[src/rtl/core_settings.svh]
/*
 * Core settings
 * Widths, register count and the major opcodes of the
 * supported RISC-V integer subset
 */
`ifndef CORE_SETTINGS_SVH
`define CORE_SETTINGS_SVH

// Data path and instruction word width
`define CORE_XLEN 32

// Integer register file
`define CORE_NR_REGS 32
`define CORE_REG_AW  5

// --------------------
// Major opcodes
// --------------------
`define CORE_OPC_OP     7'b0110011
`define CORE_OPC_OP_IMM 7'b0010011

`endif
[src/rtl/reg_file.sv]
/*
 * Register file
 * Integer registers with two combinational read ports and one
 * write port, x0 is never written
 */
`timescale 1ns/1ns
`include "core_settings.svh"

module reg_file (
    input  logic                    clk_i,
    input  logic                    rst_ni,
    input  logic [`CORE_REG_AW-1:0] raddr_a_i,
    input  logic [`CORE_REG_AW-1:0] raddr_b_i,
    output logic [`CORE_XLEN-1:0]   rdata_a_o,
    output logic [`CORE_XLEN-1:0]   rdata_b_o,
    input  logic [`CORE_REG_AW-1:0] waddr_i,
    input  logic [`CORE_XLEN-1:0]   wdata_i,
    input  logic                    we_i
);

    logic [`CORE_XLEN-1:0] regs_q [`CORE_NR_REGS];

    always_ff @(posedge clk_i or negedge rst_ni) begin
        if (!rst_ni) begin
            for (int i = 0; i < `CORE_NR_REGS; i++) begin
                regs_q[i] <= '0;
            end
        end else if (we_i && waddr_i != '0) begin
            regs_q[waddr_i] <= wdata_i;
        end
    end

    // Entry 0 stays at its reset value
    assign rdata_a_o = regs_q[raddr_a_i];
    assign rdata_b_o = regs_q[raddr_b_i];

endmodule

[config.mk]
export PLATFORM = sky130hd
export DESIGN_NAME = reg_file
export DESIGN_NICKNAME = d
export VERILOG_FILES = /design/src/rtl/reg_file.sv
export VERILOG_INCLUDE_DIRS = /design/src /design/src/rtl
export SDC_FILE = /design/constraint.sdc
export NUM_CORES = 2
export LEC_CHECK = 0
export BUFFER_PORTS_ARGS = -buffer_cell sky130_fd_sc_hd__buf_2
export CAP_MARGIN = 40
export CELL_PAD_IN_SITES_DETAIL_PLACEMENT = 0
export CELL_PAD_IN_SITES_GLOBAL_PLACEMENT = 1
export CORE_ASPECT_RATIO = 1.75
export CORE_MARGIN = 5
export CORE_UTILIZATION = 35
export DETAILED_ROUTE_END_ITERATION = 10
export PLACE_DENSITY_LB_ADDON = 0.1
export SLEW_MARGIN = 40
export SYNTH_ARGS = -nofsm -noshare
export SYNTH_HDL_FRONTEND = slang
export SYNTH_SLANG_ARGS = --single-unit
[constraint.sdc]
create_clock -name clk_i -period 1.55 [get_ports clk_i]
set_input_delay 0.0775 -clock clk_i [delete_from_list [all_inputs] [get_ports clk_i]]
set_output_delay 0.0775 -clock clk_i [all_outputs]
set_load 0.1 [all_outputs]
==> reports/results.md <==
| Step | Metric | Reported |
| --- | --- | --- |
| final layout | Layout fillers | 14.87k |
| clocking | Clock sink count | 1024 |
| timing | Final setup fails | 64 |
| floorplanning | Chip height | 538.9 um |
| final layout | Cell Count, Final, Fillers Out | 7054 |
| clocking | Clock slew seen by the registers of the worst setup and hold paths | 60 ps |
| floorplanning | Total I/O pin count | 114 |
| clocking | H-tree Lvls | 3 |
| routing | Number of iterations in the first detailed-routing pass | 5 |
| logic synthesis | Mapped Cells | 4601 |
| routing | Post-route DRC violation count | 0 |
| global route | Wire length of the first global-routing pass | 313100 um |
| place | Placed cell count | 6866 |
| routing | Via count | 39.84k |
| hold path | Class of the tightest hold or removal check | input port to flop |
| logic synthesis | Number of warnings issued by yosys | 0 |
| global route | Overflow after GRT | 0 |
| place | Placer Congestion | 0.8096 |
| hold path | Hold Path Depth | 2 |
| floorplanning | Core area | 159200 sq um |
| final layout | Largest register FFs | 1024 |
| logic synthesis | Area of the mapped netlist | 55940 sq um |
| clocking | Maximum count of clock buffers along a single path | 3 |
| final layout | Registers with the highest flip-flop counts | regs_q: 1024 flops |
| outcome | Status | finished, violations left |
| place | Number of buffers inserted by port buffering | 113 |
| logic synthesis | Yosys top cell area share | 45.81% |
| floorplanning | Effective utilization at floorplan | 35.13% |
| critical path | Setup Crit Path Kind | flop to output pin |
| logic synthesis | Post-synthesis cell type with the largest combined area | sky130_fd_sc_hd__dfrtp_1 |
| clocking | Clk Latency, worst-skew pair | 720 ps |
| final layout | Biggest register | regs_q |
| global route | Maximum number of pins on one net before global-route repair | 79 |
| clocking | Total CTS buffers | 104 |
| final layout | Top library cells by usage in the layout, fill and taps aside | 1024 x sky130_fd_sc_hd__dfrtp_1, 1008 x sky130_fd_sc_hd__mux2i_1, 953 x sky130_fd_sc_hd__mux2_2, 351 x sky130_fd_sc_hd__buf_4, 246 x sky130_fd_sc_hd__buf_12 |
| final layout | Post-layout utilization of the core | 43.89% |
| timing | Clock tree skew after final layout | 0 ps |
| floorplanning | Count of standard-cell rows | 194 |
| final layout | Final standard cell area without fillers | 69890 sq um |
| logic synthesis | Share of synthesized area occupied by flip-flops and latches | 45.81% |
| timing | Maximum clock frequency | 413.6 MHz |
| logic synthesis | Post-synthesis sequential element count | 1024 |
| outcome | Violations in the final reports | negative setup slack |
| critical path | Critical path launch point type | flop |
| floorplanning | Total Die Area | 168200 sq um |
| timing | Setup total negative slack | -42710 ps |
| floorplanning | DIE WIDTH | 312.2 um |
| routing | Routed via count divided by cell count | 5.648 |
| timing | Transition time of the tightest slew-check pin | 767.3 ps |
| logic synthesis | Synthesized area per cell | 12.16 sq um |
| global route | GR Util All Layers | 25.06% |
| timing | Least setup slack across all paths after layout | -867.5 ps |
| timing | Final-report hold violation count | 0 |
| power and ir drop | PwrDens | 1181 nW/um^2 |
| critical path | R2R cell count | 2 |
| timing | Number of pins with negative max-slew slack in the final report | 0 |
| timing | Minimum clock period after layout | 2418 ps |
| routing | ANT nets after route | 0 |
| critical path | Required @ worst endpoint | 1470 ps |
| power and ir drop | Leak Pwr | 32.50 nW |
| place | Pre-CTS setup slack | -788.0 ps |
| final layout | Growth of design area from synthesis to finish | 24.93% |
| final layout | Ratio of cells with drive above 1 in the final layout | 40.71% |
| critical path | Arrival time reported for the critical path endpoint | 2340 ps |
| timing | Unrepaired setup endpoints after global routing | yes |
| logic synthesis | Biggest area contributors in the synthesized netlist | sky130_fd_sc_hd__dfrtp_1 46%, sky130_fd_sc_hd__mux2_2 19%, sky130_fd_sc_hd__mux2i_1 18% |
| global route | Number of global-route vias before repair | 42.88k |
| run | Max-cap viol count | 0 |
| routing | Drt first-iter violations | 2215 |
| timing | Share of the clock period used by the worst path | 156.0% |
| logic synthesis | Syn Nets | 4651 |
| timing | Post-Route Hold Slack | 31.89 ps |
| final layout | Post-layout nets | 4958 |
| power and ir drop | Post-layout power | 82.53 mW |
| place | Placed standard-cell area | 65410 sq um |
| timing | Relative slew slack | 48.85% |
| clocking | Clock tree root driver cell | sky130_fd_sc_hd__clkbuf_16 |
| logic synthesis | Number of unique standard cell types used by synthesis | 28 |
| critical path | Largest fanout on the critical path | 3 |
| critical path | Critical path endpoint category | output pin |
| place | Half-perimeter wire length after detailed placement | 146400 um |
| routing | Total wire length | 215200 um |
| global route | Antenna violations before repair | 10 |
| routing | Post-detailed-route wirelength per cell | 30.51 um |
| clocking | Clock tree from TritonCTS | yes |
| power and ir drop | Maximum vdd drop | 0.9265 mV |
| final layout | Commonest non-fill, non-tap cell in the layout | sky130_fd_sc_hd__dfrtp_1 |
-- power breakdown --
group	leakage (nW)	internal, mW	total (mW)	switching, mW
logic	17.7	10.2	20.7	10.5
clock network	1.69	14.5	26.1	11.6
registers	13.1	31.8	35.8	3.94
-- synth_stat cells, drive strengths merged --
library cell	n
nand3	194
nand2	210
or3b	1
clkbuf	224
nor2	19
and2	2
and3b	1
a22oi	192
mux2i	1024
a22o	128
nand2b	4
a21oi	192
and3	1
dfrtp	1024
a31oi	64
or2	3
nor3b	4
nor2b	4
nor3	65
nand3b	4
buf	249
mux2	992
-- logic make-up after synthesis --
| logic type | count (synthesis) | synth area share, % |
|---|---|---|
| DFF | 1024 | 45.81 |
| buffers and inverters | 473 | 4.496 |
| and+or+nand+nor | 512 | 4.395 |
| AOI/OAI and AO/OA | 576 | 7.014 |
| muxes | 2016 | 38.29 |
-- critical path, cell delays in order (launching register included) --
cell                      delay (ps)
sky130_fd_sc_hd__dfrtp_1         390
sky130_fd_sc_hd__mux2i_2         100
sky130_fd_sc_hd__a22o_1          250
sky130_fd_sc_hd__nor3_1          350
sky130_fd_sc_hd__a31oi_2         160
sky130_fd_sc_hd__nand3_4         170
sky130_fd_sc_hd__buf_12          190
-- final timing paths --
check	endpoint	slack, ps	start
max	rdata_a_o[7]	-870	regs_q[775]
min	regs_q[776]	30	wdata_i[8]
max reg2reg	regs_q[851]	640	regs_q[851]
min reg2reg	regs_q[995]	400	regs_q[995]
max in group asynchronous	regs_q[313]	450	rst_ni
min in group asynchronous	regs_q[106]	60	rst_ni
-- layout make-up --
| class | instances | area, sq um | area share, % |
|---|---|---|---|
| antenna | 5 | 12.51 | 0.01790 |
| clock buffer | 157 | 3114 | 4.456 |
| clock inverter | 32 | 327.8 | 0.4691 |
| multi-input combinational | 3104 | 30100 | 43.07 |
| sequential | 1024 | 25620 | 36.67 |
| tap | 2058 | 2575 | 3.684 |
| timing repair buffer | 674 | 8134 | 11.64 |
-- metal layers --
layer  wire length [um]  GRT usage, %  up-vias  part of all wire (%)
met5                 78             0        -                 0.036
met4               5879         6.343       10                   2.7
met3               6641         2.745      268                   3.1
met2             111700         45.49      713                    52
met1              90900         31.80    21280                    42
li1                   -             -    17580                     -
-- timing repair --
action	CTS	global route
setup endpoints to repair	64	64
buffers inserted	6	4
resized for setup	141	35
hold buffers	13	0
hold endpoints to repair	1202	0
pin swaps	120	91
cloned	0	0
Power figures use the tool's default switching activity.
