==> src/rtl/core_settings.svh <==
/*
 * Core settings
 * Widths, register count and the major opcodes of the
 * supported RISC-V integer subset
 */
`ifndef CORE_SETTINGS_SVH
`define CORE_SETTINGS_SVH

// Data path and instruction word width
`define CORE_XLEN 32

// Integer register file
`define CORE_NR_REGS 32
`define CORE_REG_AW  5

// --------------------
// Major opcodes
// --------------------
`define CORE_OPC_OP     7'b0110011
`define CORE_OPC_OP_IMM 7'b0010011

`endif
==> src/rtl/core_pkg.sv <==
/*
 * Core package
 * Instruction formats, ALU operations and the entries that
 * travel between the pipeline stages
 */
`include "core_settings.svh"

package core_pkg;

    // --------------------
    // Instruction formats
    // --------------------
    typedef struct packed {
        logic [6:0]              funct7;
        logic [`CORE_REG_AW-1:0] rs2;
        logic [`CORE_REG_AW-1:0] rs1;
        logic [2:0]              funct3;
        logic [`CORE_REG_AW-1:0] rd;
        logic [6:0]              opcode;
    } r_type_t;

    typedef struct packed {
        logic [11:0]             imm;
        logic [`CORE_REG_AW-1:0] rs1;
        logic [2:0]              funct3;
        logic [`CORE_REG_AW-1:0] rd;
        logic [6:0]              opcode;
    } i_type_t;

    // Same word, seen as register-register or as immediate format
    typedef union packed {
        r_type_t r;
        i_type_t i;
    } instr_t;

    typedef enum logic [3:0] {
        ALU_ADD,
        ALU_SUB,
        ALU_AND,
        ALU_OR,
        ALU_XOR,
        ALU_SLL,
        ALU_SRL,
        ALU_SLT
    } alu_op_e;

    // --------------------
    // Stage entries
    // --------------------
    typedef struct packed {
        logic [`CORE_XLEN-1:0] pc;
        instr_t                instr;
    } fetch_entry_t;

    typedef struct packed {
        logic [`CORE_XLEN-1:0]   pc;
        alu_op_e                 alu_op;
        logic [`CORE_REG_AW-1:0] rd;
        logic [`CORE_XLEN-1:0]   operand_a;
        logic [`CORE_XLEN-1:0]   operand_b;
        logic                    we;
        logic                    illegal;
        logic [`CORE_XLEN-1:0]   tval;      // raw instruction word
    } issue_entry_t;

    typedef struct packed {
        logic [`CORE_XLEN-1:0]   pc;
        logic [`CORE_REG_AW-1:0] rd;
        logic [`CORE_XLEN-1:0]   data;
        logic                    we;
        logic                    illegal;
    } result_t;

endpackage

==> src/rtl/execute_stage.sv <==
/*
 * Execute stage
 * Integer ALU and the result register towards commit, both
 * also visible to decode for forwarding
 */
`timescale 1ns/1ns
`include "core_settings.svh"

module execute_stage (
    input  logic                   clk_i,
    input  logic                   rst_ni,
    input  logic                   issue_valid_i,
    input  core_pkg::issue_entry_t issue_entry_i,
    output logic                   alu_valid_o,
    output core_pkg::result_t      alu_result_o,
    output logic                   ex_valid_o,
    output core_pkg::result_t      ex_result_o
);

    logic [`CORE_XLEN-1:0] op_a;
    logic [`CORE_XLEN-1:0] op_b;
    logic [`CORE_XLEN-1:0] alu_out;

    assign op_a = issue_entry_i.operand_a;
    assign op_b = issue_entry_i.operand_b;

    // --------------------
    // ALU
    // --------------------
    always_comb begin
        case (issue_entry_i.alu_op)
            core_pkg::ALU_ADD: alu_out = op_a + op_b;
            core_pkg::ALU_SUB: alu_out = op_a - op_b;
            core_pkg::ALU_AND: alu_out = op_a & op_b;
            core_pkg::ALU_OR:  alu_out = op_a | op_b;
            core_pkg::ALU_XOR: alu_out = op_a ^ op_b;
            core_pkg::ALU_SLL: alu_out = op_a << op_b[4:0];
            core_pkg::ALU_SRL: alu_out = op_a >> op_b[4:0];
            // Signed compare
            core_pkg::ALU_SLT: alu_out = {{(`CORE_XLEN-1){1'b0}}, $signed(op_a) < $signed(op_b)};
            default:           alu_out = '0;
        endcase
    end

    // Combinational result, forwarded to the next instruction
    assign alu_valid_o          = issue_valid_i;
    assign alu_result_o.pc      = issue_entry_i.pc;
    assign alu_result_o.rd      = issue_entry_i.rd;
    assign alu_result_o.we      = issue_entry_i.we;
    assign alu_result_o.illegal = issue_entry_i.illegal;
    // Illegal instructions report their own encoding
    assign alu_result_o.data    = issue_entry_i.illegal ? issue_entry_i.tval : alu_out;

    always_ff @(posedge clk_i or negedge rst_ni) begin
        if (!rst_ni) begin
            ex_valid_o <= 1'b0;
        end else begin
            ex_valid_o <= issue_valid_i;
        end
    end

    // Result register
    always_ff @(posedge clk_i) begin
        if (issue_valid_i) begin
            ex_result_o <= alu_result_o;
        end
    end

endmodule

==> config.mk <==
export PLATFORM = sky130hd
export DESIGN_NAME = execute_stage
export DESIGN_NICKNAME = d
export VERILOG_FILES = /design/src/rtl/core_pkg.sv /design/src/rtl/execute_stage.sv
export VERILOG_INCLUDE_DIRS = /design/src /design/src/rtl
export SDC_FILE = /design/constraint.sdc
export NUM_CORES = 1
export LEC_CHECK = 0
export ABC_AREA = 1
export BUFFER_PORTS_ARGS = -buffer_cell sky130_fd_sc_hd__buf_2
export CAP_MARGIN = 20
export CORE_UTILIZATION = 45
export DETAILED_ROUTE_END_ITERATION = 12
export PLACE_DENSITY = 0.75
export SKIP_LAST_GASP = 1
export SLEW_MARGIN = 20
export SYNTH_ARGS = -nofsm -noshare
export SYNTH_HDL_FRONTEND = slang
export SYNTH_SLANG_ARGS = --single-unit
==> constraint.sdc <==
create_clock -name clk_i -period 3.1 [get_ports clk_i]
set_input_delay 0.31 -clock clk_i [delete_from_list [all_inputs] [get_ports clk_i]]
set_output_delay 0.31 -clock clk_i [all_outputs]
set_load 0.1 [all_outputs]
==> impl_metrics.json <==
{
  "synth-simple-area-share": 0.472,
  "ios": 286,
  "max_freq_mhz": 329,
  "htreeDepth": 3,
  "cts.reportedPaths.clkPinSlew_ns": 0.08,
  "synth-adder-area-share": 0.115,
  "antenna_found_initial": 2,
  "first_pass_iters": 5,
  "top_usage_layer": "met2",
  "multi_input_area_sq_um": 8780,
  "ir_drop_v": 0.000229,
  "grt_setup_unrepaired": "yes",
  "cp_slowest_cell": "buf_4",
  "critPathRequiredTime_ns": 2.79,
  "synth_top_family_by_area": "simple AND/OR/NAND/NOR gates",
  "critPathCaptureType": "primary output",
  "slew_headroom": 0.449,
  "routed_wl_um": 61200,
  "cp.buffers_inverters": 5,
  "startpoint_type": "input pin",
  "cts_tree": "done",
  "cts.path.max_buffers": 2,
  "seq_area_sq_um": 2160,
  "synth_ff_type": "edfxtp_1",
  "ant_nets": 0,
  "fin_crit_sh": 0.982,
  "max_cap_violations": 0,
  "p_total_mw": 5.97,
  "dp_hpwl_um": 51200,
  "synth_top_area_share": 0.206,
  "die_w_um": 171,
  "ys_ff_latch": 72,
  "worstMarginPinSlew_ns": 0.826,
  "status": "complete, no violations",
  "synth_edf_count": 71,
  "grt_max_degree": 72,
  "synth_compound_area_frac": 0.0889,
  "io_buffers": 285,
  "hold_violations": 0,
  "cp_max_fo": 71,
  "use_met3": 0.0551,
  "grt_pass1_wl_um": 89200,
  "power.leakage_nw": 8.65,
  "nNetsFinal": 2764,
  "post-route-drc-count": 0,
  "maxSlewViolCount": 0,
  "cts.sinks": 72,
  "cp_data_arrival_time_ns": 2.73,
  "area_growth_pct": 23.7,
  "critPathKind": "in2out",
  "num-fill-cells": 2849,
  "path_delay_family": "simple AND/OR/NAND/NOR gates",
  "yosysSeqAreaShare": 0.169,
  "muxShareOfSynthArea": 0,
  "synth.area.top_cells": "nand2_1, edfxtp_1, nand3_1, ha_1, inv_1",
  "grt.total_usage": 0.415,
  "async_reset_ff_frac": 0.0139,
  "grt_pass1_vias": 15000,
  "ctsRootBufferMaster": "clkbuf_16",
  "avgSynthCellArea_sq_um": 5.77,
  "min_path_type": "in2reg",
  "gp_congestion": 1.05,
  "fp-row-count": 61,
  "syn_area_sq_um": 12800,
  "drive_gt1_frac": 0.211,
  "synth.distinct_cells": 47,
  "cts_buffers": 9,
  "synth_area_leader_cell": "nand2_1",
  "crit_top_cell": "nand3_1",
  "vias_per_cell": 5.63,
  "drt_iter0_drc": 1878,
  "synth_cells": 2215,
  "grtUsageMet1": 0.518,
  "crit_chain": "buf_2, inv_2, buf_4, nand3_1, nand3_1, nand3_1, nand2_1, nor3_1, buf_4, nand3_1, nand2_1, nand2_2, buf_12",
  "grtUsageMet2": 0.659,
  "fp.dieH_um": 171,
  "syn_nets": 2473,
  "core_area_sq_um": 27900,
  "power_density_nw_per_um2": 378,
  "vias": 16300,
  "setup_viol": 0,
  "cts_setup_buffers": 0,
  "grt-ovfl-total": 0,
  "cpPeakStageDelay_ns": 0.61,
  "avgRoutedWirePerCell_um": 21.2,
  "utilization": 0.568,
  "initial_core_util": 0.459,
  "period_needed_ns": 3.04,
  "yosys_warnings": 0,
  "synth_xor_area_frac": 0.00137,
  "die_area_sq_um": 29100
}
[area by class of cell]
cell class              count  share of cell area
repair buffers            415               0.185
flip-flops and latches     72               0.136
well taps                 378              0.0299
clock inverters             7             0.00649
multi-input cells        1702               0.555
clock buffers               9              0.0142
inverters                 306              0.0731
diodes                      1            0.000158
[what timing repair did]
item                       CTS  global route
hold endpoints to repair     1             0
hold buffers                 1             0
setup endpoints to repair    0            15
resized for setup            0            19
[logic make-up (layout without fill, tap and decap cells)]
kind of cell,after synthesis,in the layout
other,0,1
buffers and inverters,441,737
flip-flops,72,72
AND/OR/NAND/NOR,1394,1394
XOR/XNOR,2,2
adder cells (fa/ha/maj),116,116
AO/OA/AOI/OAI,190,190
[per-layer routing]
metal | wire length, um | vias up
met5 | 13 | -
met4 | 4760 | 2
met3 | 5470 | 214
met2 | 27000 | 992
met1 | 23900 | 7355
li1 | - | 7713
[report_power, final]
| group | internal, mW | switching [mW] |
|---|---|---|
| Clock | 0.718 | 0.506 |
| Combinational | 0.907 | 2.65 |
| Sequential | 1.17 | 0.0219 |
[stage by stage]
| step | worst slack, ns | std cells | hold WS [ns] | area (sq um) | setup TNS, ns |
|---|---|---|---|---|---|
| CTS | 0.0852 | 2889 | 0.135 | 15800 | 0 |
| detailed placement | 0.0867 | 2872 | 0.0855 | 15400 | 0 |
| floorplan | 0.00406 | 2215 | 0.0144 | 12900 | 0 |
| global placement | 0.0912 | 2872 | 0.0857 | 15400 | 0 |
| finish | 0.0573 | 2890 | 0.143 | 15800 | 0 |
| global route | -0.00338 | 2890 | 0.139 | 15800 | -0.00895 |
[layout by cell type (no fill, tap or decap), types with 3 or more instances in the layout]
cell,count
inv_1,294
and2_1,15
nand3b_1,5
nand3_2,4
a21oi_1,64
clkbuf_16,9
nor2_1,164
nor4_1,4
ha_1,108
nand4_1,18
nor3_2,4
o22ai_1,28
buf_2,254
and3_1,4
o21ai_1,16
nand2_2,48
buf_12,35
nor2_2,11
o21bai_1,7
o211ai_2,9
nand2_1,671
ha_2,6
o21ai_0,40
inv_2,10
edfxtp_1,71
nand3_1,419
o21a_1,3
buf_4,125
o211ai_1,13
nor3_1,22
[state kept, by name, indices dropped and copies added (netlist names)]
register,count
ex_result_o,71
ex_valid_o,1
[final timing paths]
path	startpoint	slack, ns	cells past startpoint	endpoint
setup / recovery	issue_entry_i[36]	0.06	13	alu_result_o[27]
hold / removal	issue_entry_i[117]	0.14	1	ex_result_o[49]
max in group asynchronous	rst_ni	2.73	2	ex_valid_o
min in group asynchronous	rst_ni	0.29	2	ex_valid_o
[synthesized netlist by cell type, types with 4 or more instances]
cell type / n
o21ai_1: 14
nand3_1: 422
nand4_1: 18
o211ai_1: 13
nand2_2: 16
o21bai_1: 7
nand2_1: 703
nor4_1: 4
buf_1: 5
ha_1: 114
buf_2: 52
inv_1: 294
clkbuf_1: 16
o22ai_1: 28
and2_1: 15
buf_6: 7
nand3b_1: 5
inv_2: 10
o211ai_2: 9
a21oi_1: 65
nor2_1: 167
edfxtp_1: 71
and3_1: 4
o21ai_0: 42
nor3_1: 23
nor2_2: 8
buf_4: 52
Power figures use the tool's default switching activity.
