==> config.mk <==
export PLATFORM = sky130hd
export DESIGN_NAME = decode_stage
export DESIGN_NICKNAME = d
export VERILOG_FILES = /design/src/rtl/core_pkg.sv /design/src/rtl/decode_stage.sv
export VERILOG_INCLUDE_DIRS = /design/src /design/src/rtl
export SDC_FILE = /design/constraint.sdc
export NUM_CORES = 1
export LEC_CHECK = 0
export BUFFER_PORTS_ARGS = -buffer_cell sky130_fd_sc_hd__buf_2
export CAP_MARGIN = 20
export CORE_AREA = 2 2 166 168
export CTS_CLUSTER_DIAMETER = 50
export CTS_CLUSTER_SIZE = 12
export DETAILED_ROUTE_END_ITERATION = 8
export DIE_AREA = 0 0 168 170
export PLACE_DENSITY_LB_ADDON = 0.05
export SYNTH_ARGS = -nofsm -noshare
export SYNTH_HDL_FRONTEND = slang
export SYNTH_SLANG_ARGS = --single-unit
==> constraint.sdc <==
create_clock -name clk_i -period 0.8 [get_ports clk_i]
set_input_delay 0.08 -clock clk_i [delete_from_list [all_inputs] [get_ports clk_i]]
set_output_delay 0.08 -clock clk_i [all_outputs]
set_load 0.1 [all_outputs]
==> src/rtl/core_settings.svh <==
/*
 * Core settings
 * Widths, register count and the major opcodes of the
 * supported RISC-V integer subset
 */
`ifndef CORE_SETTINGS_SVH
`define CORE_SETTINGS_SVH

// Data path and instruction word width
`define CORE_XLEN 32

// Integer register file
`define CORE_NR_REGS 32
`define CORE_REG_AW  5

// --------------------
// Major opcodes
// --------------------
`define CORE_OPC_OP     7'b0110011
`define CORE_OPC_OP_IMM 7'b0010011

`endif
==> src/rtl/core_pkg.sv <==
/*
 * Core package
 * Instruction formats, ALU operations and the entries that
 * travel between the pipeline stages
 */
`include "core_settings.svh"

package core_pkg;

    // --------------------
    // Instruction formats
    // --------------------
    typedef struct packed {
        logic [6:0]              funct7;
        logic [`CORE_REG_AW-1:0] rs2;
        logic [`CORE_REG_AW-1:0] rs1;
        logic [2:0]              funct3;
        logic [`CORE_REG_AW-1:0] rd;
        logic [6:0]              opcode;
    } r_type_t;

    typedef struct packed {
        logic [11:0]             imm;
        logic [`CORE_REG_AW-1:0] rs1;
        logic [2:0]              funct3;
        logic [`CORE_REG_AW-1:0] rd;
        logic [6:0]              opcode;
    } i_type_t;

    // Same word, seen as register-register or as immediate format
    typedef union packed {
        r_type_t r;
        i_type_t i;
    } instr_t;

    typedef enum logic [3:0] {
        ALU_ADD,
        ALU_SUB,
        ALU_AND,
        ALU_OR,
        ALU_XOR,
        ALU_SLL,
        ALU_SRL,
        ALU_SLT
    } alu_op_e;

    // --------------------
    // Stage entries
    // --------------------
    typedef struct packed {
        logic [`CORE_XLEN-1:0] pc;
        instr_t                instr;
    } fetch_entry_t;

    typedef struct packed {
        logic [`CORE_XLEN-1:0]   pc;
        alu_op_e                 alu_op;
        logic [`CORE_REG_AW-1:0] rd;
        logic [`CORE_XLEN-1:0]   operand_a;
        logic [`CORE_XLEN-1:0]   operand_b;
        logic                    we;
        logic                    illegal;
        logic [`CORE_XLEN-1:0]   tval;      // raw instruction word
    } issue_entry_t;

    typedef struct packed {
        logic [`CORE_XLEN-1:0]   pc;
        logic [`CORE_REG_AW-1:0] rd;
        logic [`CORE_XLEN-1:0]   data;
        logic                    we;
        logic                    illegal;
    } result_t;

endpackage

==> src/rtl/decode_stage.sv <==
/*
 * Decode stage
 * Decodes the instruction, reads both operands with forwarding
 * from execute and commit, and registers the issue entry
 */
`timescale 1ns/1ns
`include "core_settings.svh"

module decode_stage (
    input  logic                    clk_i,
    input  logic                    rst_ni,
    input  logic                    fetch_valid_i,
    input  core_pkg::fetch_entry_t  fetch_entry_i,
    output logic [`CORE_REG_AW-1:0] rs1_addr_o,
    output logic [`CORE_REG_AW-1:0] rs2_addr_o,
    input  logic [`CORE_XLEN-1:0]   rs1_data_i,
    input  logic [`CORE_XLEN-1:0]   rs2_data_i,
    input  logic                    fwd_alu_valid_i,
    input  core_pkg::result_t       fwd_alu_i,
    input  logic                    fwd_commit_valid_i,
    input  core_pkg::result_t       fwd_commit_i,
    output logic                    issue_valid_o,
    output core_pkg::issue_entry_t  issue_entry_o
);

    core_pkg::instr_t      instr;
    core_pkg::alu_op_e     dec_op;
    logic                  dec_illegal;
    logic                  dec_use_imm;
    logic [`CORE_XLEN-1:0] imm_sext;
    logic [`CORE_XLEN-1:0] operand_a;
    logic [`CORE_XLEN-1:0] rs2_value;

    // Youngest producer wins and x0 always reads zero
    function automatic logic [`CORE_XLEN-1:0] select_operand(
        input logic [`CORE_REG_AW-1:0] addr,
        input logic [`CORE_XLEN-1:0]   rf_data,
        input logic                    alu_valid,
        input core_pkg::result_t       alu,
        input logic                    cm_valid,
        input core_pkg::result_t       cm
    );
        logic [`CORE_XLEN-1:0] value;
        value = rf_data;
        if (addr == '0) begin
            value = '0;
        end else if (alu_valid && alu.we && alu.rd == addr) begin
            value = alu.data;
        end else if (cm_valid && cm.we && cm.rd == addr) begin
            value = cm.data;
        end
        return value;
    endfunction

    assign instr      = fetch_entry_i.instr;
    assign rs1_addr_o = instr.r.rs1;
    assign rs2_addr_o = instr.r.rs2;
    assign imm_sext   = {{(`CORE_XLEN-12){instr.i.imm[11]}}, instr.i.imm};

    // --------------------
    // Decoder
    // --------------------
    always_comb begin
        dec_op      = core_pkg::ALU_ADD;
        dec_illegal = 1'b0;
        dec_use_imm = 1'b0;
        case (instr.r.opcode)
            `CORE_OPC_OP: begin
                case ({instr.r.funct7, instr.r.funct3})
                    {7'b0000000, 3'b000}: dec_op = core_pkg::ALU_ADD;
                    {7'b0100000, 3'b000}: dec_op = core_pkg::ALU_SUB;
                    {7'b0000000, 3'b001}: dec_op = core_pkg::ALU_SLL;
                    {7'b0000000, 3'b010}: dec_op = core_pkg::ALU_SLT;
                    {7'b0000000, 3'b100}: dec_op = core_pkg::ALU_XOR;
                    {7'b0000000, 3'b101}: dec_op = core_pkg::ALU_SRL;
                    {7'b0000000, 3'b110}: dec_op = core_pkg::ALU_OR;
                    {7'b0000000, 3'b111}: dec_op = core_pkg::ALU_AND;
                    default:              dec_illegal = 1'b1;
                endcase
            end
            `CORE_OPC_OP_IMM: begin
                dec_use_imm = 1'b1;
                case (instr.i.funct3)
                    3'b000:  dec_op = core_pkg::ALU_ADD;
                    3'b100:  dec_op = core_pkg::ALU_XOR;
                    3'b110:  dec_op = core_pkg::ALU_OR;
                    3'b111:  dec_op = core_pkg::ALU_AND;
                    default: dec_illegal = 1'b1;
                endcase
            end
            default: dec_illegal = 1'b1;
        endcase
    end

    // Operand selection
    assign operand_a = select_operand(instr.r.rs1, rs1_data_i, fwd_alu_valid_i, fwd_alu_i,
                                      fwd_commit_valid_i, fwd_commit_i);
    assign rs2_value = select_operand(instr.r.rs2, rs2_data_i, fwd_alu_valid_i, fwd_alu_i,
                                      fwd_commit_valid_i, fwd_commit_i);

    always_ff @(posedge clk_i or negedge rst_ni) begin
        if (!rst_ni) begin
            issue_valid_o <= 1'b0;
        end else begin
            issue_valid_o <= fetch_valid_i;
        end
    end

    // Issue entry
    always_ff @(posedge clk_i) begin
        if (fetch_valid_i) begin
            issue_entry_o.pc        <= fetch_entry_i.pc;
            issue_entry_o.alu_op    <= dec_op;
            issue_entry_o.rd        <= instr.r.rd;
            issue_entry_o.operand_a <= operand_a;
            issue_entry_o.operand_b <= dec_use_imm ? imm_sext : rs2_value;
            issue_entry_o.we        <= !dec_illegal;
            issue_entry_o.illegal   <= dec_illegal;
            issue_entry_o.tval      <= instr;
        end
    end

    // An illegal result in execute never offers itself for forwarding
    assert property (@(posedge clk_i) disable iff (!rst_ni)
        (fwd_alu_valid_i && fwd_alu_i.illegal) |-> !fwd_alu_i.we);

endmodule

==> metrics.md <==
| Metric | Value |
|---|---|
| Crit path time final | `1.27 ns` |
| Initial DRC Count | `257` |
| Synth unique cells | `35` |
| Top-count cell post-synth | `edfxtp_1` |
| DRC Markers | `0` |
| Compound-gate portion of the synthesized area | `9.38%` |
| Violated checks | `negative setup slack` |
| Nets | `1191` |
| Net count after synthesis | `726` |
| Largest family of logic cells by synthesized area | `multiplexers` |
| Port bufs | `357` |
| Status | `finished with violations` |
| Final wirelength | `24.6 mm` |
| Max Buffers Root-to-Sink | `2` |
| CP required | `0.95 ns` |
| Worst EP arrival | `1.43 ns` |
| Type of the worst setup path | `input port to flip-flop` |
| Horiz. Die Dim | `168 um` |
| Period Utilization, post-route | `159%` |
| Synth top area cells | `edfxtp_1 (64%), mux2i_1 (10%), o221ai_1 (4.5%), a211oi_1 (3.8%), nor2_1 (2.3%)` |
| Mean post-synth cell area | `13.8 um2` |
| Row Count | `60` |
| Number of synthesized register bits | `134` |
| First-pass GRT wire length | `35.4 mm` |
| GRT Overall Usage | `16.7%` |
| Post-synthesis mux area share | `10.3%` |
| Die area | `28600 um2` |
| Post-place setup slack | `-0.991 ns` |
| Post-Syn Instances | `451` |
| Pre-antenna DRT Iters | `4` |
| Final hold vios | `0` |
| Final ANT Viol Nets | `0` |
| Setup_tns | `-69.04 ns` |
| Post-Synth XOR/XNOR Area | `2.80%` |
| Maxcap violations | `0` |
| Initial Utilization | `23.4%` |
| Wire per inst | `19.4 um` |
| CTS H-tree depth | `4` |
| Non-Filler Instances | `1272` |
| P_leak | `5.66 nW` |
| Pwr per Cell Area | `2020 nW/um2` |
| Core area | `26700 um2` |
| Max Transition Viols Final | `0` |
| Final HPWL DP | `18.6 mm` |
| Cell area after layout | `12700 um2` |
| Share of the synthesized area in the top cell type | `63.9%` |
| Simple-gate area share of the yosys netlist | `6.83%` |
| Yosys top cell by area | `edfxtp_1` |
| CTS root buf | `clkbuf_16` |
| I/O pins | `425` |
| Max IR drop VDD | `1.18 mV` |
| Share of layout cells above drive strength 1 | `55.0%` |
| Max Clk Rate | `0.785 GHz` |
| CP Capture Type | `flip-flop` |
| Dpl cells | `1177` |
| Largest net degree at the start of global routing | `43` |
| Setup ws final | `-0.474 ns` |
| Via/cell ratio | `4.40` |
| Crit-path max FO | `21` |
| Top post-synthesis cells by count | `edfxtp_1 (133), mux2i_1 (64), nor2_1 (39), inv_1 (33)` |
| Placed instance area | `11100 um2` |
| End-of-flow core utilization | `47.5%` |
| Post-synth EDFFs | `133` |
| Clk sinks | `134` |
| WHS | `0.0229 ns` |
| TritonCTS clock tree | `yes` |
| Antenna violations before repair | `6` |
| Async S/R FF share, synth | `0.746%` |
| Seq/Total Area, Yosys | `64.3%` |
| GRT overflow | `0` |
| Startpoint types | `input port` |
| Gpl congestion | `0.876` |
| Synthesis-to-layout area growth | `103%` |
| Vias in the first global route | `5995` |
| Post-Synth Adder-Cell Area | `0%` |
| Yosys warnings | `0` |
| TritonCTS Buffers | `17` |
| Final setup vio count | `207` |
| RSZ-0062 raised after global routing | `true` |
| Die height | `170 um` |
| HP Class | `input port to flip-flop` |
| Synth Cell Area | `6250 um2` |
| Total power | `25.6 mW` |
| Worst-path clk slew | `0.06 ns` |
| Ys flop type | `edfxtp_1` |
| Vias post-DR | `5600` |
-- power breakdown --
part	total [mW]	switching (mW)	leakage [nW]	internal (mW)
clock network	7.59	3.28	0.265	4.31
registers	8.89	0.476	1.31	8.42
logic	9.11	5.74	4.08	3.36
total	25.6	9.50	5.66	16.1
-- final timing paths --
check | cells after the start | endpoint | slack [ns] | startpoint
setup / recovery | 8 | issue_entry_o[77]$_SDFFCE_PN0P_ | -0.47 | fwd_commit_i[36]
min in group asynchronous | 3 | issue_valid_o$_DFF_PN0_ | 0.53 | rst_ni
hold / removal | 2 | issue_entry_o[27]$_DFFE_PP_ | 0.02 | fetch_entry_i[27]
max in group asynchronous | 3 | issue_valid_o$_DFF_PN0_ | 0.16 | rst_ni
-- routing by layer --
layer	GRT usage (%)	wire [um]
met3	6.88	2240
met4	4.57	391
met5	0	32
met2	29.0	12400
met1	19.1	9590
-- timing repair --
| action | 4_1_cts | 5_1_grt |
|---|---|---|
| buffers inserted | 2 | 1 |
| gates cloned | 1 | 0 |
| hold buffers | 57 | 0 |
| endpoints found under the setup margin | 208 | 208 |
| resized for setup | 58 | 23 |
| endpoints found under the hold margin | 56 | 0 |
| pin swaps | 15 | 7 |
-- registers in the layout, summed over array words and instances, names as in the netlist --
register	count
issue_valid_o	1
issue_entry_o	133
-- cell usage in the layout, fill, tap and decap left out, drive strengths merged, types with 4 or more instances in the layout --
cell type / count
mux2i: 64
xnor2: 4
nor2: 39
xor2: 16
nor4: 6
buf: 429
nand2: 15
o221ai: 32
nand3: 5
edfxtp: 133
inv: 37
clkinv: 6
clkbuf: 18
nand4: 5
a211oi: 32
dlygate4sd3: 57
-- cell type report --
cell class | instances | area, um2
Antenna cell | 2 | 5.00
Clock buffer | 18 | 429
Clock inverter | 14 | 128
Fill cell | 2366 | 14000
Inverter | 33 | 124
Multi-Input combinational cell | 244 | 2120
Sequential cell | 134 | 4020
Tap cell | 341 | 427
Timing Repair Buffer | 486 | 5410
-- cell families after synthesis --
logic type             count (synthesis)
other                                  1
flip-flops                           134
XOR/XNOR                              20
AO/OA/AOI/OAI                         75
multiplexers                          64
AND/OR/NAND/NOR                       84
buffers and inverters                 73
-- worst max-delay path, cell delays in order --
cell and delay [ns]:
buf_6 0.10, xor2_2 0.16, nor4_2 0.26, buf_4 0.16
nand4_4 0.12, buf_12 0.22, mux2i_2 0.21, a211oi_2 0.10
Note: power is estimated with default switching activity, not from simulation.
