**src/rtl/core_settings.svh**
```systemverilog
/*
 * Core settings
 * Widths, register count and the major opcodes of the
 * supported RISC-V integer subset
 */
`ifndef CORE_SETTINGS_SVH
`define CORE_SETTINGS_SVH

// Data path and instruction word width
`define CORE_XLEN 32

// Integer register file
`define CORE_NR_REGS 32
`define CORE_REG_AW  5

// --------------------
// Major opcodes
// --------------------
`define CORE_OPC_OP     7'b0110011
`define CORE_OPC_OP_IMM 7'b0010011

`endif
```
**src/rtl/core_pkg.sv**
```systemverilog
/*
 * Core package
 * Instruction formats, ALU operations and the entries that
 * travel between the pipeline stages
 */
`include "core_settings.svh"

package core_pkg;

    // --------------------
    // Instruction formats
    // --------------------
    typedef struct packed {
        logic [6:0]              funct7;
        logic [`CORE_REG_AW-1:0] rs2;
        logic [`CORE_REG_AW-1:0] rs1;
        logic [2:0]              funct3;
        logic [`CORE_REG_AW-1:0] rd;
        logic [6:0]              opcode;
    } r_type_t;

    typedef struct packed {
        logic [11:0]             imm;
        logic [`CORE_REG_AW-1:0] rs1;
        logic [2:0]              funct3;
        logic [`CORE_REG_AW-1:0] rd;
        logic [6:0]              opcode;
    } i_type_t;

    // Same word, seen as register-register or as immediate format
    typedef union packed {
        r_type_t r;
        i_type_t i;
    } instr_t;

    typedef enum logic [3:0] {
        ALU_ADD,
        ALU_SUB,
        ALU_AND,
        ALU_OR,
        ALU_XOR,
        ALU_SLL,
        ALU_SRL,
        ALU_SLT
    } alu_op_e;

    // --------------------
    // Stage entries
    // --------------------
    typedef struct packed {
        logic [`CORE_XLEN-1:0] pc;
        instr_t                instr;
    } fetch_entry_t;

    typedef struct packed {
        logic [`CORE_XLEN-1:0]   pc;
        alu_op_e                 alu_op;
        logic [`CORE_REG_AW-1:0] rd;
        logic [`CORE_XLEN-1:0]   operand_a;
        logic [`CORE_XLEN-1:0]   operand_b;
        logic                    we;
        logic                    illegal;
        logic [`CORE_XLEN-1:0]   tval;      // raw instruction word
    } issue_entry_t;

    typedef struct packed {
        logic [`CORE_XLEN-1:0]   pc;
        logic [`CORE_REG_AW-1:0] rd;
        logic [`CORE_XLEN-1:0]   data;
        logic                    we;
        logic                    illegal;
    } result_t;

endpackage

```
**src/rtl/commit_stage.sv**
```systemverilog
/*
 * Commit stage
 * Writes results back to the register file, drives the commit
 * port and counts retired instructions
 */
`timescale 1ns/1ns
`include "core_settings.svh"

module commit_stage (
    input  logic                    clk_i,
    input  logic                    rst_ni,
    input  logic                    ex_valid_i,
    input  core_pkg::result_t       ex_result_i,
    output logic                    rf_we_o,
    output logic [`CORE_REG_AW-1:0] rf_waddr_o,
    output logic [`CORE_XLEN-1:0]   rf_wdata_o,
    output logic                    commit_valid_o,
    output logic [`CORE_XLEN-1:0]   commit_pc_o,
    output logic [`CORE_REG_AW-1:0] commit_rd_o,
    output logic [`CORE_XLEN-1:0]   commit_data_o,
    output logic                    commit_ex_o,
    output logic [`CORE_XLEN-1:0]   instret_o
);

    logic retire;

    // Write back in the same edge as the commit port update
    assign rf_we_o    = ex_valid_i && ex_result_i.we;
    assign rf_waddr_o = ex_result_i.rd;
    assign rf_wdata_o = ex_result_i.data;

    assign retire = ex_valid_i && !ex_result_i.illegal;

    // --------------------
    // Commit port
    // --------------------
    always_ff @(posedge clk_i or negedge rst_ni) begin
        if (!rst_ni) begin
            commit_valid_o <= 1'b0;
            commit_ex_o    <= 1'b0;
            instret_o      <= '0;
        end else begin
            commit_valid_o <= ex_valid_i;
            commit_ex_o    <= ex_valid_i && ex_result_i.illegal;
            if (retire) begin
                instret_o <= instret_o + `CORE_XLEN'(1);
            end
        end
    end

    always_ff @(posedge clk_i) begin
        if (ex_valid_i) begin
            commit_pc_o   <= ex_result_i.pc;
            commit_rd_o   <= ex_result_i.rd;
            commit_data_o <= ex_result_i.data;
        end
    end

    // An excepting commit never writes the register file
    assert property (@(posedge clk_i) disable iff (!rst_ni)
        rf_we_o |-> !ex_result_i.illegal);

endmodule

```
**config.mk**
```make
export PLATFORM = sky130hd
export DESIGN_NAME = commit_stage
export DESIGN_NICKNAME = d
export VERILOG_FILES = /design/src/rtl/core_pkg.sv /design/src/rtl/commit_stage.sv
export VERILOG_INCLUDE_DIRS = /design/src /design/src/rtl
export SDC_FILE = /design/constraint.sdc
export NUM_CORES = 1
export LEC_CHECK = 0
export BUFFER_PORTS_ARGS = -buffer_cell sky130_fd_sc_hd__buf_2
export CAP_MARGIN = 15
export CORE_UTILIZATION = 40
export CTS_CLUSTER_DIAMETER = 150
export DETAILED_ROUTE_END_ITERATION = 6
export PLACE_DENSITY = 0.73
export SYNTH_ARGS = -nofsm -noshare
export SYNTH_HDL_FRONTEND = slang
export SYNTH_SLANG_ARGS = --single-unit
```
**constraint.sdc**
```tcl
create_clock -name clk_i -period 1.77 [get_ports clk_i]
set_clock_uncertainty 0.1 [all_clocks]
set_input_delay 0.177 -clock clk_i [delete_from_list [all_inputs] [get_ports clk_i]]
set_output_delay 0.177 -clock clk_i [all_outputs]
set_load 0.05 [all_outputs]
```
==> impl_metrics.ini, run 1 <==
[run_status]
outcome = finished clean

[finish]
layout-drive-gt1-share_pct = 53.0
final_common_cell = buf_2
syn_to_final_growth_pct = 50.2
final_cell_mix = 214 x buf_2, 71 x dlygate4sd3_1, 69 x edfxtp_1
fin_nets = 570
final_area_sq_mm = 0.00584

[critical_path]
reg2reg_from = instret_o[21]
start_kind = primary input
crit_path_cell_trace = dlygate4sd3_1 > buf_2 > and2b_1 > nand4_1 > nor3_1 > xor2_1
crit_path_end_kind = flop
reg2reg_slack_ns = 0.14
worstSetupPathType = in -> reg
cpMaxStageDelayCell = dlygate4sd3_1
crit_buf_inv = 2
critPathMaxStageDelay_ns = 0.55
crit_family = simple AND/OR/NAND/NOR gates
critPathRequiredTime_ns = 1.95
timing.rr.end = instret_o[26]
worst_ep_arrival_time_ns = 1.88
reg2reg_depth = 4
crit_fanout = 5

[floorplanning]
dieHeight_um = 101
die_w_um = 101
core_area_sq_mm = 0.00933
die_area_sq_mm = 0.0101
std_cell_rows = 35
initial_utilization_pct = 41.7
pin_count = 215

[clocking]
clockRootBuffer = clkbuf_8
clk_latency_ns = 0.36
cts_tree = built
h-tree-depth = 3
cts.sinks = 103
cts_max_path_buffers = 2
numCtsBuffers = 9
post-cts-setup-buffer-count = 0
clkTransAtPathRegs_ns = 0.10

[synthesis]
ys_ff_latch = 103
synth_top_family_by_area = simple AND/OR/NAND/NOR gates
synthMuxAreaShare_pct = 0.290
synth_fa_ha_area_share_pct = 0.322
synthCells = 230
ys_seq_area_share_pct = 75.2
synth-simple-area-share_pct = 9.85
synth-compound-area-share_pct = 0
yosysWarnings = 0
syn_area_per_cell_sq_um = 16.9
synth.distinct_cells = 22
synth_area_sq_mm = 0.00389
syn_nets = 305
synth-xor-area-share_pct = 6.99

[global_routing]
grt-ovfl-total = 0
grt_pass1_wl_um = 15400
grt_pass1_vias = 2874
grt_max_degree = 73
grt_usage_pct = 20.9
antenna_found_initial = 2

[timing]
min_period_ns = 1.71
fmax_ghz = 0.586
setup_tns_ns = 0
min_period_over_period_pct = 96.4
worst_pin_slew_ns = 0.533
max-slew-margin-rel_pct = 64.4
drv_slew = 0
finalSetupViolations = 0
rsz0062_at_grt = no
hold_viol_final = 0

[drt]
ant_nets = 0
wl_um = 10800
first_iter_violations = 99
drc_errors = 0
post_drt_wl_per_cell_um = 17.0
first_pass_iters = 4
viasPerCell = 4.58
vias = 2893

[power_and_ir_drop]
ir_drop_mv = 0.619
p_leak_nw = 2.66
power.density_mw_per_mm2 = 997

[worst_hold_path]
hold_end = commit_valid_o
hp-class = in -> reg
hold_start = ex_valid_i
holdPathStages = 2

[place]
gp_congestion = 0.773
dpl.hpwl_um = 6650
dpl_cell_area_sq_mm = 0.00494
portBuffers = 214

[flow_run]
drv_cap = 0
[power breakdown]
part	internal [mW]	switching [mW]	leakage (nW)	total [mW]
sequential	2.79	0.158	1.10	2.95
combinational	0.402	1.11	1.47	1.51
clock	0.527	0.829	0.0854	1.36
[what timing repair did]
action / in CTS / in global routing
endpoints found under the hold margin: 92 / 0
setup endpoints to repair: 0 / 3
hold buffers: 71 / 0
resized for setup: 0 / 1
[how the worst max path moves through the flow]
stage | start | end | slack [ns] | depth (start not counted)
floorplan | instret_o[0] | instret_o[28] | 0.0002 | 5
CTS | instret_o[13] | instret_o[26] | 0.11 | 4
global route | ex_result_i[0] | instret_o[11] | 0.01 | 6
finish | ex_result_i[0] | instret_o[11] | 0.06 | 6
detailed placement | instret_o[13] | instret_o[31] | 0.12 | 4
global placement | instret_o[13] | instret_o[31] | 0.18 | 4
[cell families after synthesis]
logic type / after synthesis
multiplexers: 1
XOR/XNOR: 31
buffers and inverters: 39
AND/OR/NAND/NOR: 55
flip-flops: 103
adder cells (fa/ha/maj): 1
[state kept, by name, indices dropped and copies added, names as in the netlist]
signal	cells
commit_pc_o	32
instret_o	32
commit_ex_o	1
commit_valid_o	1
commit_rd_o	5
commit_data_o	32
[routing by layer]
layer | GRT usage (%) | vias to the layer above | wire length [um]
li1 | - | 1330 | -
met1 | 20.7 | 1400 | 3590
met2 | 40.3 | 138 | 6030
met3 | 5.62 | 25 | 817
met4 | 9.14 | 0 | 314
met5 | 0 | - | 0
[metrics by stage]
stage	power, mW	std cells	setup WS, ns	hold WS (ns)	utilization, %
after global placement	4.35	542	0.181	0.0874	52.9
final	5.82	631	0.0632	0.168	62.6
after global routing	6.05	631	0.0142	0.160	62.6
after detailed placement	4.38	542	0.119	0.0926	52.9
after CTS	5.85	629	0.106	0.158	62.5
after floorplan	4.02	230	0.000172	-0.219	-
[cell type report]
| class | count | area, sq um |
|---|---|---|
| antenna | 2 | 5.00 |
| clock buffer | 9 | 124 |
| clock inverter | 7 | 56.3 |
| fill | 690 | 3490 |
| inverter | 2 | 7.51 |
| multi-input combinational | 88 | 696 |
| sequential | 103 | 2950 |
| tap | 129 | 161 |
| timing repair buffer | 291 | 1840 |
[synth_stat cells]
cell type | instances | area [sq um]
edfxtp_1 | 69 | 2070
nor2_1 | 4 | 15.0
ha_1 | 1 | 12.5
nor4_4 | 3 | 63.8
nand2_1 | 9 | 33.8
and2_1 | 2 | 12.5
and4_1 | 1 | 8.76
mux2_2 | 1 | 11.3
nand3_1 | 12 | 60.1
nor2_2 | 1 | 6.26
dfrtp_1 | 34 | 851
nand4_1 | 10 | 62.6
nor3_1 | 2 | 10.0
inv_1 | 2 | 7.51
nand4_4 | 2 | 42.5
and3_1 | 5 | 31.3
xnor2_1 | 26 | 228
xor2_1 | 5 | 43.8
nand4b_1 | 2 | 17.5
and2b_1 | 1 | 7.51
buf_4 | 37 | 278
or4_4 | 1 | 11.3
Power figures use the tool's default switching activity.
==> inputs of run 2 (changes only) <==
--- a/config.mk
+++ b/config.mk
@@ -8,9 +8,11 @@
 export LEC_CHECK = 0
 export BUFFER_PORTS_ARGS = -buffer_cell sky130_fd_sc_hd__buf_2
 export CAP_MARGIN = 15
+export CORE_MARGIN = 8
 export CORE_UTILIZATION = 40
 export CTS_CLUSTER_DIAMETER = 150
 export DETAILED_ROUTE_END_ITERATION = 6
+export GPL_TIMING_DRIVEN = 0
 export PLACE_DENSITY = 0.73
 export SYNTH_ARGS = -nofsm -noshare
 export SYNTH_HDL_FRONTEND = slang
==> impl_metrics.ini, run 2 (synthesis gave the netlist of run 1 again) <==
[run_status]
outcome = finished clean

[timing]
min_period_over_period_pct = 94.2
finalSetupViolations = 0
hold_viol_final = 0
max-slew-margin-rel_pct = 49.6
whs_ns = 0.113
min_period_ns = 1.67
drv_slew = 0
setup_slack_ns = 0.102
fmax_ghz = 0.600
rsz0062_at_grt = yes
worst_pin_slew_ns = 0.756
setup_tns_ns = 0

[finish]
postLayoutCoreUtil_pct = 63.8
instances_no_fill = 673
diodes = 0
final_common_cell = buf_2
final_area_sq_mm = 0.00612
syn_to_final_growth_pct = 57.4
largestRegisters = commit_data_o: 32 flops, commit_pc_o: 32 flops, instret_o: 32 flops
final_cell_mix = 213 x buf_2, 71 x dlygate4sd3_1, 69 x edfxtp_1
layout-drive-gt1-share_pct = 56.1
fin_nets = 610

[clocking]
clk_latency_ns = 0.35
cts_max_path_buffers = 2
clkTransAtPathRegs_ns = 0.09
cts_tree = built
clockRootBuffer = clkbuf_8
cts.sinks = 103
numCtsBuffers = 9
h-tree-depth = 3

[global_routing]
grt_pass1_wl_um = 18400
grt_pass1_vias = 3288
grt_usage_pct = 18.5
grt_max_degree = 76
grt-ovfl-total = 0
antenna_found_initial = 0

[critical_path]
worst_ep_arrival_time_ns = 1.84
reg2reg_depth = 4
crit_start = ex_result_i[0]
cp.depth = 6
crit_buf_inv = 2
cpMaxStageDelayCell = dlygate4sd3_1
critPathRequiredTime_ns = 1.94
crit_path_end_kind = flop
crit_fanout = 4
worstSetupPathType = in -> reg
crit_path_cell_trace = dlygate4sd3_1 > buf_2 > nand4b_1 > or4_4 > nor2_2 > xnor2_1
critPathMaxStageDelay_ns = 0.53
reg2reg_from = instret_o[4]
start_kind = primary input
crit_family = simple AND/OR/NAND/NOR gates

[place]
preCtsSetupSlack_ns = -0.565
dp.cells = 577
gp_congestion = 0.823
dpl.hpwl_um = 8180
portBuffers = 214
dpl_cell_area_sq_mm = 0.00516

[floorplanning]
core_area_sq_mm = 0.00959
pin_count = 215
dieHeight_um = 115
initial_utilization_pct = 40.5
die_area_sq_mm = 0.0131
std_cell_rows = 36
die_w_um = 115

[drt]
drc_errors = 0
post_drt_wl_per_cell_um = 18.3
vias = 3032
wl_um = 12300
viasPerCell = 4.51
first_pass_iters = 4
first_iter_violations = 158
ant_nets = 0

[worst_hold_path]
hp-class = in -> reg
holdPathStages = 1
hold_start = ex_valid_i

[flow_run]
drv_cap = 0

[power_and_ir_drop]
power.total_mw = 5.89
power.density_mw_per_mm2 = 962
ir_drop_mv = 0.739
p_leak_nw = 2.85
[run 2: cell count changes in the layout (fill, tap and decap cells not counted), moves of 2 or more]
cell        before  now
clkinv_2         0    2
buf_4            5   45
clkinvlp_4       2    0
diode_2          2    0
[run 2: path summary, 6_finish.rpt]
kind	to	slack, ns
worst min register to register	instret_o[31]	0.38
worst min-delay path	commit_valid_o	0.11
min in group asynchronous	instret_o[29]	0.33
worst max-delay path	instret_o[17]	0.10
worst max register to register	instret_o[17]	0.12
max in group asynchronous	instret_o[12]	0.70
[run 2: layout make-up]
| type | count | area (sq um) |
|---|---|---|
| Clock buffer | 10 | 128 |
| Multi-Input combinational cell | 88 | 693 |
| Inverter | 2 | 7.51 |
| Clock inverter | 6 | 35.0 |
| Fill cell | 728 | 3480 |
| Tap cell | 133 | 166 |
| Buffer | 37 | 278 |
| Sequential cell | 103 | 2950 |
| Timing Repair Buffer | 294 | 1860 |
[run 2: worst reg2reg max path, cell delays in order, from the launching register on]
cell and delay [ns]:
dfrtp_2 0.43, nand4_4 0.21, or4_4 0.59, nor2_2 0.12, xnor2_1 0.12
[run 2: what timing repair did]
action / 4_1_cts / 5_1_grt
cloned: 0 / 0
hold endpoints to repair: 104 / 0
setup buffers: 4 / 5
endpoints found under the setup margin: 18 / 18
hold buffers: 71 / 0
pin swaps: 2 / 3
resized for setup: 2 / 2
[run 2: metal layers]
metal | GRT usage [%] | routed length, um | vias to the layer above
li1 | - | - | 1400
met1 | 20.5 | 4490 | 1460
met2 | 32.9 | 6480 | 153
met3 | 4.64 | 1080 | 19
met4 | 7.81 | 244 | 0
met5 | 0 | 0 | -
[run 2: power by group]
part	total, mW	internal (mW)	switching [mW]
registers	2.93	2.80	0.134
logic	1.70	0.517	1.18
clock network	1.26	0.506	0.752
total	5.89	3.82	2.07
==> inputs of run 3 (changes only) <==
--- a/config.mk
+++ b/config.mk
@@ -13,7 +13,7 @@
 export CTS_CLUSTER_DIAMETER = 150
 export DETAILED_ROUTE_END_ITERATION = 6
 export GPL_TIMING_DRIVEN = 0
-export PLACE_DENSITY = 0.73
+export PLACE_DENSITY = 0.76
 export SYNTH_ARGS = -nofsm -noshare
 export SYNTH_HDL_FRONTEND = slang
 export SYNTH_SLANG_ARGS = --single-unit
==> constraint.sdc (replaced) <==
create_clock -name clk_i -period 1.4 [get_ports clk_i]
set_clock_uncertainty 0.1 [all_clocks]
set_input_delay 0.14 -clock clk_i [delete_from_list [all_inputs] [get_ports clk_i]]
set_output_delay 0.14 -clock clk_i [all_outputs]
set_load 0.05 [all_outputs]
==> impl_metrics.ini, run 3 (synthesis gave the netlist of run 1 again) <==
[run_status]
outcome = complete, but fails checks
violations = negative setup slack

[power_and_ir_drop]
ir_drop_mv = 0.682
p_sw_share_pct = 34.5
combPwrFrac_pct = 30.7
internal_power_mw = 5.19
power.total_mw = 7.92
power.density_mw_per_mm2 = 1210
p_seq_share_pct = 46.6
p_leak_nw = 3.02
power.switching_mw = 2.73
clock_power_share_pct = 22.7

[place]
dpl.hpwl_um = 8440
dpl_cell_area_sq_mm = 0.00517
gp_congestion = 0.866
portBuffers = 214

[critical_path]
critPathRequiredTime_ns = 1.57
worst_ep_arrival_time_ns = 1.73
start_kind = flop
crit_path_end_kind = flop
critPathMaxStageDelay_ns = 0.59
cpMaxStageDelayCell = or4_4
crit_fanout = 4
worstSetupPathType = reg -> reg
reg2reg_depth = 4
crit_path_cell_trace = nand4_4 > or4_4 > nor2_4 > xnor2_1

[finish]
seqCellArea_sq_mm = 0.00295
n_fill_cell = 669
fin_nets = 627
syn_to_final_growth_pct = 68.5
largestRegisters = commit_data_o: 32 flops, commit_pc_o: 32 flops, instret_o: 32 flops
final_common_cell = buf_2
postLayoutCoreUtil_pct = 68.3
final_area_sq_mm = 0.00655
layout-drive-gt1-share_pct = 61.2
multi_input_area_sq_um = 808
final_cell_mix = 176 x buf_2, 76 x buf_4, 72 x dlygate4sd3_1

[clocking]
clkTransAtPathRegs_ns = 0.09
cts.sinks = 103
clockRootBuffer = clkbuf_8
numCtsBuffers = 9
h-tree-depth = 3
cts_tree = built
cts_max_path_buffers = 2
clk_latency_ns = 0.35

[global_routing]
antenna_found_initial = 0
grt_usage_pct = 19.6
grt_pass1_vias = 3411
grt-ovfl-total = 0
grt_max_degree = 76
grt_pass1_wl_um = 19400

[floorplanning]
pin_count = 215
initial_utilization_pct = 40.5
die_area_sq_mm = 0.0131
core_area_sq_mm = 0.00959
std_cell_rows = 36
dieHeight_um = 115
die_w_um = 115

[drt]
viasPerCell = 4.58
wl_um = 13600
drc_errors = 0
post_drt_wl_per_cell_um = 19.7
vias = 3167
first_iter_violations = 159
first_pass_iters = 4
ant_nets = 0

[timing]
max-slew-margin-rel_pct = 50.1
drv_slew = 0
whs_ns = 0.0900
min_period_over_period_pct = 111
hold_viol_final = 0
setup_slack_ns = -0.159
fmax_ghz = 0.641
finalSetupViolations = 24
worst_pin_slew_ns = 0.749
min_period_ns = 1.56
setup_tns_ns = -2.25
rsz0062_at_grt = yes

[worst_hold_path]
hp-class = in -> reg
holdPathStages = 1

[flow_run]
drv_cap = 0
## run 3: cell types whose count changed in the layout (fill, tap and decap cells not counted), sizes merged
cell | before | now
clkbuf | 10 | 20
buf | 260 | 267
clkinv | 5 | 3
diode | 0 | 2
bufinv | 0 | 1
dlygate4sd3 | 71 | 72
## run 3: worst paths after layout
check	from	to	slack, ns
min in group asynchronous	rst_ni	instret_o[9]	0.29
max	instret_o[3]	instret_o[17]	-0.16
max reg2reg	instret_o[3]	instret_o[17]	-0.16
min reg2reg	instret_o[31]	instret_o[31]	0.39
max in group asynchronous	rst_ni	instret_o[0]	0.38
min	ex_valid_i	commit_data_o[15]	0.09
## run 3: worst max-delay path: cells and delay by family, from the launching register on
kind / cells / cell delay, ns
xor gates and xnor gates: 1 / 0.11
and+or+nand+nor: 3 / 0.87
DFF: 1 / 0.39
## run 3: layout make-up
class | count | share of cell area [%]
timing repair buffer | 311 | 32.7
clock buffer | 11 | 2.01
antenna | 2 | 0.0764
clock inverter | 5 | 0.860
sequential | 103 | 45.1
tap | 133 | 2.54
multi-input combinational | 88 | 12.3
inverter | 2 | 0.115
buffer | 37 | 4.24
## run 3: per-stage QoR
stage | instances | worst slack, ns
finish | 692 | -0.159
global route | 690 | -0.273
CTS | 686 | -0.276
detailed placement | 577 | -0.959
global placement | 577 | -1.47
floorplan | 230 | -0.356
## run 3: what timing repair did
item                                    CTS  global route
hold buffers                             71             1
endpoints found under the hold margin   104             1
buffers inserted                         22             4
pin swaps                                27            11
endpoints found under the setup margin   30            61
resized for setup                        22            78
gates cloned                              0             0
## run 3: routing by layer
layer	GRT usage, %	vias up	wire length, um
met5	0	-	0
met3	6.38	18	1210
li1	-	1436	-
met2	35.5	156	7410
met4	7.28	0	273
met1	20.7	1557	4700
## run 3: power groups by stage
stage          logic, mW  clock network [mW]  registers [mW]
2_1_floorplan      0.431                   0            4.65
3_3_place_gp        1.82                   0            3.77
3_5_place_dp        1.85                   0            3.79
4_1_cts             2.23                1.84            3.67
5_1_grt             2.54                1.96            3.71
6_report            2.44                1.80            3.69
